--- src/rram_cfg.svh ---
`ifndef RRAM_CFG_SVH
`define RRAM_CFG_SVH

// Array geometry
`define RRAM_ARRAY_SIZE   16
`define RRAM_IDX_W        4

// Word and memory sizes
`define RRAM_INSTR_W      32
`define RRAM_IM_ADDR_W    7
`define RRAM_OB_ADDR_W    7
`define RRAM_IM_DEPTH     (1 << `RRAM_IM_ADDR_W)
`define RRAM_OB_DEPTH     (1 << `RRAM_OB_ADDR_W)

// Opcodes in the top nibble
`define RRAM_OP_MSB       31
`define RRAM_OP_LSB       28
`define RRAM_OP_IDLE      4'h0
`define RRAM_OP_WRITE     4'h1
`define RRAM_OP_READ      4'h2

// WRITE fields
`define RRAM_WR_COL       3:0
`define RRAM_WR_ROW       7:4
`define RRAM_WR_DATA      8

// READ fields, half 0 is columns 7..0
`define RRAM_RD_HALF      0
`define RRAM_RD_ROW       4:1

`endif

--- src/rram_pkg.sv ---
`include "rram_cfg.svh"

package rram_pkg;

  typedef logic [`RRAM_INSTR_W-1:0]    instr_t;
  typedef logic [`RRAM_ARRAY_SIZE-1:0] line_t;
  typedef logic [`RRAM_ARRAY_SIZE-1:0] sense_t;
  typedef logic [`RRAM_IM_ADDR_W-1:0]  im_addr_t;
  typedef logic [`RRAM_IM_ADDR_W:0]    im_count_t;
  typedef logic [`RRAM_OB_ADDR_W-1:0]  ob_addr_t;
  typedef logic [`RRAM_OB_ADDR_W:0]    ob_count_t;
  typedef logic [`RRAM_IDX_W-1:0]      cell_idx_t;
  typedef logic [`RRAM_OP_MSB-`RRAM_OP_LSB:0] opcode_t;

  // Controller sequence
  typedef enum logic [2:0] {
    ST_IDLE,
    ST_FETCH,
    ST_DECODE,
    ST_WRITE_PULSE,
    ST_READ_PRE,
    ST_READ_SENSE,
    ST_READ_CAPTURE
  } ctrl_state_t;

  // What the array driver applies on the next edge
  typedef enum logic [2:0] {
    PH_PARK,
    PH_WRITE,
    PH_PRECHARGE,
    PH_SENSE,
    PH_HOLD
  } drive_phase_t;

endpackage

--- src/array_ctrl_if.sv ---
`timescale 1ns/1ps

interface array_ctrl_if;
  import rram_pkg::*;

  // Phase is a per-cycle level, fields only matter in WRITE/PRECHARGE/SENSE
  drive_phase_t phase;
  cell_idx_t    row;
  cell_idx_t    col;
  logic         set_bit;
  logic         col_half;

  modport ctrl (
    output phase, row, col, set_bit, col_half
  );

  modport driver (
    input phase, row, col, set_bit, col_half
  );

endinterface

--- src/array_driver.sv ---
`timescale 1ns/1ps
`include "rram_cfg.svh"

module array_driver (
  input  logic            clk,
  input  logic            rst,
  array_ctrl_if.driver    drv,
  output rram_pkg::line_t bl_in0,
  output rram_pkg::line_t bl_in1,
  output rram_pkg::line_t sl_in0,
  output rram_pkg::line_t sl_in1,
  output rram_pkg::line_t wl_in0,
  output rram_pkg::line_t wl_in1,
  output logic            wl_en,
  output logic            bl_en,
  output logic            sl_en,
  output logic            pre,
  output logic            sa_en,
  output logic            col_select
);
  import rram_pkg::*;

  line_t row_hot;
  line_t col_hot;
  line_t half_mask;
  line_t bl0_d, bl1_d, sl0_d, sl1_d, wl0_d, wl1_d;
  logic  wl_en_d, bl_en_d, sl_en_d, pre_d, sa_en_d, col_sel_d;
  logic  sensing;

  assign row_hot   = line_t'(1) << drv.row;
  assign col_hot   = line_t'(1) << drv.col;
  assign half_mask = {{(`RRAM_ARRAY_SIZE/2){drv.col_half}},
                      {(`RRAM_ARRAY_SIZE/2){~drv.col_half}}};
  assign sensing   = (drv.phase == PH_SENSE);

  // 11 on a pair is ground, HOLD falls through to the current values
  always_comb begin
    bl0_d = bl_in0;  bl1_d = bl_in1;
    sl0_d = sl_in0;  sl1_d = sl_in1;
    wl0_d = wl_in0;  wl1_d = wl_in1;
    wl_en_d = wl_en; bl_en_d = bl_en; sl_en_d = sl_en;
    pre_d = pre;     sa_en_d = sa_en; col_sel_d = col_select;
    case (drv.phase)
      PH_PARK: begin
        bl0_d = '1; bl1_d = '1; sl0_d = '1; sl1_d = '1; wl0_d = '1; wl1_d = '1;
        wl_en_d = 1'b0; bl_en_d = 1'b0; sl_en_d = 1'b0;
        pre_d = 1'b1; sa_en_d = 1'b0;
      end
      PH_WRITE: begin
        // Selected row at 01
        wl0_d = ~row_hot;
        wl1_d = '1;
        if (drv.set_bit) begin
          // SET drives the bit line to 00, source line grounded
          bl0_d = ~col_hot; bl1_d = ~col_hot; sl0_d = '1; sl1_d = '1;
        end else begin
          // RESET drives the source line to 01, bit line grounded
          bl0_d = '1; bl1_d = '1; sl0_d = ~col_hot; sl1_d = '1;
        end
        wl_en_d = 1'b1; bl_en_d = 1'b1; sl_en_d = 1'b1;
        pre_d = 1'b1; sa_en_d = 1'b0;
      end
      PH_PRECHARGE, PH_SENSE: begin
        // Same lines in both read steps, only the enables differ
        wl0_d = ~row_hot; wl1_d = ~row_hot;
        bl0_d = ~half_mask; bl1_d = '1;
        sl0_d = '1; sl1_d = '1;
        col_sel_d = drv.col_half;
        pre_d = sensing; wl_en_d = sensing; bl_en_d = sensing;
        sl_en_d = 1'b0; sa_en_d = sensing;
      end
      default: ;
    endcase
  end

  always_ff @(posedge clk or negedge rst) begin
    if (!rst) begin
      bl_in0 <= '1; bl_in1 <= '1;
      sl_in0 <= '1; sl_in1 <= '1;
      wl_in0 <= '1; wl_in1 <= '1;
      wl_en <= 1'b0; bl_en <= 1'b0; sl_en <= 1'b0;
      pre <= 1'b1; sa_en <= 1'b0; col_select <= 1'b0;
    end else begin
      bl_in0 <= bl0_d; bl_in1 <= bl1_d;
      sl_in0 <= sl0_d; sl_in1 <= sl1_d;
      wl_in0 <= wl0_d; wl_in1 <= wl1_d;
      wl_en <= wl_en_d; bl_en <= bl_en_d; sl_en <= sl_en_d;
      pre <= pre_d; sa_en <= sa_en_d; col_select <= col_sel_d;
    end
  end

endmodule

--- src/flat_wrapper.sv ---
// flat-port wrapper written by rule: the top's interface ports become plain ports
module array_driver_flat import rram_pkg::*;
  (clk, rst, bl_in0, bl_in1, sl_in0, sl_in1, wl_in0, wl_in1, wl_en, bl_en, sl_en, pre, sa_en, col_select, drv_phase, drv_row, drv_col, drv_set_bit, drv_col_half);
  array_ctrl_if drv_i ();
  input  logic clk;
  input  logic rst;
  output rram_pkg::line_t bl_in0;
  output rram_pkg::line_t bl_in1;
  output rram_pkg::line_t sl_in0;
  output rram_pkg::line_t sl_in1;
  output rram_pkg::line_t wl_in0;
  output rram_pkg::line_t wl_in1;
  output logic wl_en;
  output logic bl_en;
  output logic sl_en;
  output logic pre;
  output logic sa_en;
  output logic col_select;
  input wire logic [$bits(drv_i.phase)-1:0] drv_phase;
  input wire logic [$bits(drv_i.row)-1:0] drv_row;
  input wire logic [$bits(drv_i.col)-1:0] drv_col;
  input wire logic [$bits(drv_i.set_bit)-1:0] drv_set_bit;
  input wire logic [$bits(drv_i.col_half)-1:0] drv_col_half;
  assign drv_i.phase = drv_phase;
  assign drv_i.row = drv_row;
  assign drv_i.col = drv_col;
  assign drv_i.set_bit = drv_set_bit;
  assign drv_i.col_half = drv_col_half;
  array_driver u_core (.clk(clk), .rst(rst), .drv(drv_i), .bl_in0(bl_in0), .bl_in1(bl_in1), .sl_in0(sl_in0), .sl_in1(sl_in1), .wl_in0(wl_in0), .wl_in1(wl_in1), .wl_en(wl_en), .bl_en(bl_en), .sl_en(sl_en), .pre(pre), .sa_en(sa_en), .col_select(col_select));
endmodule
--- config.mk ---
export PLATFORM = sky130hd
export DESIGN_NAME = array_driver_flat
export DESIGN_NICKNAME = d
export VERILOG_FILES = /design/src/rram_pkg.sv /design/src/array_ctrl_if.sv /design/src/array_driver.sv /design/src/flat_wrapper.sv
export VERILOG_INCLUDE_DIRS = /design/src /design/src/src
export SDC_FILE = /design/constraint.sdc
export NUM_CORES = 1
export LEC_CHECK = 0
export BUFFER_PORTS_ARGS = -buffer_cell sky130_fd_sc_hd__buf_4
export CORE_ASPECT_RATIO = 0.75
export CORE_MARGIN = 2
export CORE_UTILIZATION = 54
export DETAILED_ROUTE_END_ITERATION = 8
export PLACE_DENSITY = 0.81
export SYNTH_ARGS = -nofsm -noshare
export SYNTH_HDL_FRONTEND = slang
export SYNTH_SLANG_ARGS = --single-unit
--- constraint.sdc ---
create_clock -name clk -period 1.3 [get_ports clk]
set_input_delay 0 -clock clk [delete_from_list [all_inputs] [get_ports clk]]
set_output_delay 0 -clock clk [all_outputs]
set_load 0.02 [all_outputs]
# Word-level counts from Yosys, hierarchy flattened
# Cells that the tools add are included.
# totals
regBits,85
out_inout_bits,102
elab_cells,39
in_bits,15
# classes
eq_ne,3
n_reduce_logical,9
shift,2
n_bitwise,4
muxes,11
# op_table
operator,n
16-bit one-hot mux with 2 select lines,4
16-bit NOT,3
16-bit one-hot mux with 3 select lines,1
16-bit 2-to-1 mux,2
"1-bit by 4-bit << shifter with 16-bit output, first input constant",2
"3-bit by 2-bit equality test with 1-bit output, second input constant",2
1-bit one-hot mux with 2 select lines,3
2-bit nonzero test,3
3-bit OR reduction,2
2-bit OR reduction,2
"3-bit by 1-bit equality test with 1-bit output, second input constant",1
3-bit logical NOT,1
1-bit one-hot mux with 3 select lines,1
3-bit nonzero test,1
1-bit NOT,1

# Longest topological paths before layout
# Gate-level depths: netlist of run 1.
# depth
ltp_word,4
mapped_depth,5
depth_no_buf,3

# Worst setup path after synthesis of run 1
# Ideal clock, no wire load.
# synth_path
path_type,input to register
from,in drv_phase[1]
to,reg u_core.bl_in1[4]
arrival_ns,0.809
required_ns,1.204
path_slack_ns,0.395
setup_time_ns,0.096
stages,4
path_buffers,1
path_cell_list,buf_2 -> nand2b_4 -> nor4_2 -> a21oi_1
# synth_between
elab_chain_cells,3
elab_cells_between_ends,7
classes_between,3 x eq/ne; 1 x mux; 3 x reduce/logical
# synth_rtl
element,line_no,rtl
start: declaration,flat_wrapper.sv:19,input wire logic [$bits(drv_i.phase)-1:0] drv_phase;
3-bit by 2-bit equality test with 1-bit output / 3-bit logical NOT (equally long branches),array_driver.sv:43,case (drv.phase)
3-bit OR reduction (no line),--,
16-bit one-hot mux with 2 select lines / 2-bit nonzero test (equally long branches),--,
end signal: assignment,array_driver.sv:84,bl_in0 <= bl0_d; bl_in1 <= bl1_d;
end: declaration,array_driver.sv:9,"output rram_pkg::line_t bl_in1,"
# Several ways; a longest one is shown, not always the timed one.
# A chain may end at the register's enable or synchronous reset.

# Worst setup path after layout of run 1
# layout_path
from,in drv_phase[0]
to,reg u_core.wl_in0[0]
# layout_between
elab_chain_cells,3
elab_cells_between_ends,7
classes_between,3 x eq/ne; 1 x mux; 3 x reduce/logical
# layout_rtl
element,line_no,rtl
3-bit by 2-bit equality test with 1-bit output / 3-bit by 1-bit equality test with 1-bit output (equally long branches),array_driver.sv:43,
3-bit OR reduction (no line),--,
16-bit one-hot mux with 2 select lines / 2-bit nonzero test (equally long branches),--,
end signal: assignment,array_driver.sv:86,wl_in0 <= wl0_d; wl_in1 <= wl1_d;
end: declaration,array_driver.sv:12,"output rram_pkg::line_t wl_in0,"
# Several ways; a longest one is shown, not always the timed one.

==> impl_metrics.toml, run 1 <==
[power_and_ir_drop]
power.leakage_nw = 1.92
finalPower_mw = 5.97
clkPwrFrac_pct = 38.3
p_comb_share_pct = 13.4
power.internal_mw = 4.46
p_seq_share_pct = 48.3
power-per-cell-area_mw_per_mm2 = 1210
switching_share_pct = 25.2
p_sw_mw = 1.51
ir_worst_vdd_mv = 0.630

[run]
cap_violations = 0

[worst_hold_path]
hp-class = "input port to register"

[floorplan]
rows = 26
core_area_mm2 = 0.00686
initial_core_util_pct = 56.0
die_h_um = 77.1
dieArea_mm2 = 0.00782
die_w_um = 101
pin_count = 117

[grt]
grt_use_total_pct = 23.6
overflow = 0
grt_max_degree = 86
grt_pass1_vias = 2762
antenna_found_initial = 0
grt_pass1_wl_um = 14200

[synth]
netlist.top_cell.by_area = "dfstp_2"
yosysTopAreaCellShare_pct = 55.4
synth_flop_cell = "dfstp_2"
synth-edff-count = 0
ys_top_cells_by_area = "dfstp_2 (55%), nor2b_1 (13%), a21oi_1 (8.5%), o21ai_0 (4.2%), buf_4 (3.5%)"
ys_async_sr_fraction_pct = 100
yosys_warnings = 0
ys_seq_elements = 85
syn_inst = 352
synth_cell_type_count = 36
mappedNetlistArea_mm2 = 0.00384
avgSynthCellArea_um2 = 10.9
seq_area_frac_synth_pct = 58.0

[cells_and_area]
drive_above_1_share_pct = 47.3
area_delta_synth_final_pct = 28.5
diodes = 0
nNetsFinal = 469
n_fill_cell = 518
multi_input_area_mm2 = 0.00146
regArea_mm2 = 0.00223
final_util_pct = 72.0

[placed_design]
gp_congestion = 0.788
io_buffers = 100
hpwl_um = 6130
pre_cts_ws_ps = 129

[route]
ant_nets = 0
vias = 2863
finalWirelength_um = 8990
drt_iter0_markers = 123
routedWlPerCell_um = 16.1
first_pass_iters = 4
post-route-drc-count = 0
vias_per_cell = 5.14

[sta]
rsz0062_at_grt = "true"
skew_ps = 0
slew_headroom_pct = 54.5
layout_min_cycle_time_ps = 1280
finalHoldViolations = 0
max_freq_mhz = 783
finalCritPeriodShare_pct = 98.3
worst_pin_slew_ps = 680
fin_ws_ps = 22.2
tns_ps = 0
setup_viol = 0
finalMaxSlewViolations = 0

[cts]
cts_root_buffer = "clkbuf_8"
cts_max_level = 3
cts.sinks = 85
cts.path.max_buffers = 2
tritoncts = "yes"
insertion_delay_ps = 350
cts_made_buffers = 9
clkTransAtPathRegs_ps = 80

[critical_path]
worstPathCellList = "dlygate4sd3_1 > buf_4 > o21bai_1 > nor2_1 > a21oi_1"
required_ps = 1550
criticalPathCategory = "input port to register"
arrival_ps = 1530
cpLargestDelayFamily = "buffers and inverters"
cpMaxStageDelayCell = "nor2_1"
cpPeakStageDelay_ps = 540
crit_fanout = 8
cp-start-kind = "input port"
critPathBufInv = 2
end_kind = "register"

[outcome]
status = "finished clean"
synthesized netlist by cell type, types with 4 or more instances:
library cell,n
a21oi_1,65
buf_2,4
buf_4,18
clkbuf_1,9
dfrtp_1,4
dfstp_2,81
nand2_1,6
nand2b_1,4
nor2_1,8
nor2b_1,82
nor3b_1,4
o21ai_0,32
power groups by stage:
stage	clock, mW	sequential, mW	combinational [mW]
3_3_place_gp	0	2.92	0.769
4_1_cts	2.32	2.89	0.795
6_report	2.29	2.89	0.799
5_1_grt	2.41	2.90	0.863
2_1_floorplan	0	3.05	0.347
3_5_place_dp	0	2.93	0.781
stage by stage:
step	hold slack (ps)	area [um2]	instances
6_report	16.1	4940	557
5_1_grt	27.5	4940	557
4_1_cts	3.52	4910	556
3_5_place_dp	63.6	4620	535
3_3_place_gp	60.1	4620	535
2_1_floorplan	-296	3900	367
final timing paths:
kind	start	end	slack [ps]	cells past startpoint
max	drv_phase[0]	u_core.wl_in0[0]$_DFFE_PN1P_	20	5
min	drv_row[1]	u_core.wl_in0[13]$_DFFE_PN1P_	20	3
max reg2reg	u_core.bl_in0[7]$_DFFE_PN1P_	u_core.bl_in0[7]$_DFFE_PN1P_	460	2
min reg2reg	u_core.pre$_DFFE_PN1P_	u_core.pre$_DFFE_PN1P_	470	2
max in group asynchronous	rst	u_core.bl_in0[14]$_DFFE_PN1P_	700	3
min in group asynchronous	rst	u_core.col_select$_DFFE_PN0N_	240	3
layout make-up:
cell class,count,share of cell area (%)
clock buffers,11,2.86
clock inverters,5,2.15
inverters,2,0.152
multi-input cells,245,29.6
flip-flops and latches,85,45.1
well taps,98,2.48
repair buffers,111,17.6
worst register-to-register path, delay by kind of cell (launching register included):
family	cells	cell delay, ps
simple gates	1	40
compound gates	1	180
flops	1	540
state kept, by name, summed over array words and instances (netlist names), 16 cells and up:
name and flops:
u_core.sl_in0 16, u_core.wl_in0 16, u_core.bl_in0 16, u_core.bl_in1 16
u_core.wl_in1 16
per-layer routing:
metal	up-vias	share of wire (%)	global-route usage, %
li1	1349	-	-
met1	1414	46	33.7
met2	92	47	35.4
met3	8	6.2	6.84
met4	0	0.91	6.49
met5	-	0	0
placed cells by master, fill, tap and decap left out, types with 3 or more instances in the layout:
master / count
conb_1: 16
nor3_2: 3
dfrtp_1: 4
buf_4: 104
nor2_1: 8
dlygate4sd3_1: 5
a21oi_1: 65
dfstp_2: 81
nor3b_1: 4
nor2b_1: 82
nand2_1: 6
nand2b_1: 4
clkbuf_8: 10
o21ai_0: 32
bufinv_16: 3
kinds of logic after synthesis:
| logic type | count (synthesis) | synth area share [%] |
|---|---|---|
| flops | 85 | 58.0 |
| simple gates | 125 | 22.2 |
| compound gates | 102 | 13.6 |
| buf+inv | 37 | 5.57 |
| other cells | 1 | 0.0976 |
| mux | 2 | 0.586 |
repair_timing:
item                                    CTS  global route
endpoints found under the setup margin    0             7
resized for setup                         0             1
hold buffers                              5             0
endpoints found under the hold margin    88             0
buffers inserted                          0             1
No activity file was read; power rests on OpenSTA's default activity.
==> run 2: changes to the inputs <==
--- a/config.mk
+++ b/config.mk
@@ -10,8 +10,10 @@
 export CORE_ASPECT_RATIO = 0.75
 export CORE_MARGIN = 2
 export CORE_UTILIZATION = 54
+export CTS_BUF_LIST = sky130_fd_sc_hd__clkbuf_2 sky130_fd_sc_hd__clkbuf_4 sky130_fd_sc_hd__clkbuf_8
 export DETAILED_ROUTE_END_ITERATION = 8
 export PLACE_DENSITY = 0.81
+export REMOVE_ABC_BUFFERS = 1
 export SYNTH_ARGS = -nofsm -noshare
 export SYNTH_HDL_FRONTEND = slang
 export SYNTH_SLANG_ARGS = --single-unit
==> run 2 against run 1 <==
Global-route usage is 0.82 points higher; hold slack improved by 15 ps; critical path type unchanged; maximum frequency grew 6.9%; sequential cell count did not move; first-iteration DRC count unchanged; critical path depth is the same; non-clock buffer count grew 3; highest routed layer unchanged; core utilization decreased by 0.47 points; cell count up 0.54%.
==> impl_metrics.toml, run 2 (synthesized netlist as in run 1, its figures left out) <==
[placed_design]
hpwl_um = 6280
io_buffers = 100
gp_congestion = 0.796

[floorplan]
core_area_mm2 = 0.00686
pin_count = 117
initial_core_util_pct = 56.0
die_h_um = 77.1
dieArea_mm2 = 0.00782
die_w_um = 101
rows = 26

[cts]
cts_root_buffer = "clkbuf_8"
cts_made_buffers = 9
cts_setup_buffers = 0
cts.sinks = 85
post_cts_resized = 0
tritoncts = "yes"
cts.path.max_buffers = 2
cts_max_level = 3
cts_hold_buf = 4
clkTransAtPathRegs_ps = 80
insertion_delay_ps = 350

[power_and_ir_drop]
p_comb_share_pct = 14.4
power-per-cell-area_mw_per_mm2 = 1140
power.leakage_nw = 1.92
p_sw_mw = 1.47
switching_share_pct = 26.4
p_seq_share_pct = 51.6
power.internal_mw = 4.11
clkPwrFrac_pct = 33.9
ir_worst_vdd_mv = 0.696

[run]
cap_violations = 0

[critical_path]
cpPeakStageDelay_ps = 530
end_kind = "register"
required_ps = 1550
cpLargestDelayFamily = "buffers and inverters"
cpMaxStageDelayCell = "dlygate4sd3_1"
critPathBufInv = 2
arrival_ps = 1450
reg2reg_depth = 2
critPathLaunch = "drv_phase[0]"
worstPathCellList = "dlygate4sd3_1 > buf_4 > o21bai_1 > nor2_1 > a21oi_1"
r2r_end = "u_core.bl_in0[7]$_DFFE_PN1P_"
criticalPathCategory = "input port to register"
r2r_setup_slack_ps = 440
r2r_start = "u_core.bl_in0[7]$_DFFE_PN1P_"
cp-start-kind = "input port"
crit_fanout = 8

[sta]
setup_viol = 0
finalCritPeriodShare_pct = 91.9
tns_ps = 0
finalMaxSlewViolations = 0
rsz0062_at_grt = "false"
layout_min_cycle_time_ps = 1200
slew_headroom_pct = 49.1
worst_pin_slew_ps = 762
skew_ps = 0
max_freq_mhz = 837
finalHoldViolations = 0

[worst_hold_path]
worstHoldEndpoint = "u_core.wl_in0[12]$_DFFE_PN1P_"
worstHoldStart = "drv_row[1]"
hp-class = "input port to register"
whs_path_depth = 3

[route]
first_pass_iters = 4
vias_per_cell = 5.19
post-route-drc-count = 0
ant_nets = 0
finalWirelength_um = 8990
vias = 2905
routedWlPerCell_um = 16.1
drt_iter0_markers = 123

[grt]
overflow = 0
grt_pass1_vias = 2863
antenna_found_initial = 0
grt_use_total_pct = 24.4
grt_max_degree = 37
grt_pass1_wl_um = 14700

[cells_and_area]
layout_commonest_cell = "buf_4"
final_util_pct = 71.5
n_fill_cell = 509
diodes = 0
area_delta_synth_final_pct = 27.7
drive_above_1_share_pct = 47.8
final_cell_mix = "buf_4 (108), nor2b_1 (82), dfstp_2 (81)"
nNetsFinal = 472

[outcome]
status = "finished clean"
==> run 2: cell type report <==
type,count,area [um2],share of cell area [%]
well taps,98,123,2.50
multi-input cells,245,1460,29.7
inverters,2,7.51,0.153
clock buffers,12,153,3.11
clock inverters,4,47.5,0.969
flip-flops and latches,85,2230,45.4
repair buffers,114,891,18.2
==> run 2: worst min-delay path: cells and delay by family <==
| family | cells | cell delay, ps |
|---|---|---|
| buffers and inverters | 1 | 130 |
| AO/OA/AOI/OAI | 1 | 120 |
| AND/OR/NAND/NOR | 1 | 90 |
==> run 2: power by group through the flow <==
stage | Combinational (mW) | Sequential [mW] | Clock (mW)
floorplan | 0.250 | 3.06 | 0
finish | 0.806 | 2.88 | 1.90
global placement | 0.783 | 2.92 | 0
CTS | 0.811 | 2.89 | 1.93
global route | 0.873 | 2.90 | 2.05
detailed placement | 0.800 | 2.93 | 0
==> run 2: routing by layer <==
metal  vias up  global-route usage (%)  share of wire, %
met4         0                    6.49               1.7
met2        96                    35.0                45
met1      1434                    36.2                47
li1       1359                       -                 -
met3        16                    7.29               6.0
met5         -                       0                 0
==> run 2: worst max path at each step <==
stage	end	slack, ps	cells after the start
global placement	u_core.wl_in0[1]$_DFFE_PN1P_	210	4
finish	u_core.wl_in0[14]$_DFFE_PN1P_	100	5
detailed placement	u_core.wl_in0[13]$_DFFE_PN1P_	140	4
CTS	u_core.bl_in0[11]$_DFFE_PN1P_	120	5
global route	u_core.wl_in0[0]$_DFFE_PN1P_	2	5
floorplan	u_core.wl_en$_DFFE_PN0P_	360	1
==> run 2: through the flow <==
step | area [um2] | setup slack, ps | total power, mW | hold slack, ps | std cells
detailed placement | 4670 | 141 | 3.73 | -117 | 540
global route | 4910 | 1.59 | 5.82 | 44.0 | 560
floorplan | 3690 | 364 | 3.31 | -296 | 332
CTS | 4910 | 123 | 5.63 | 20.9 | 560
finish | 4910 | 105 | 5.59 | 31.4 | 560
global placement | 4670 | 214 | 3.70 | -119 | 540
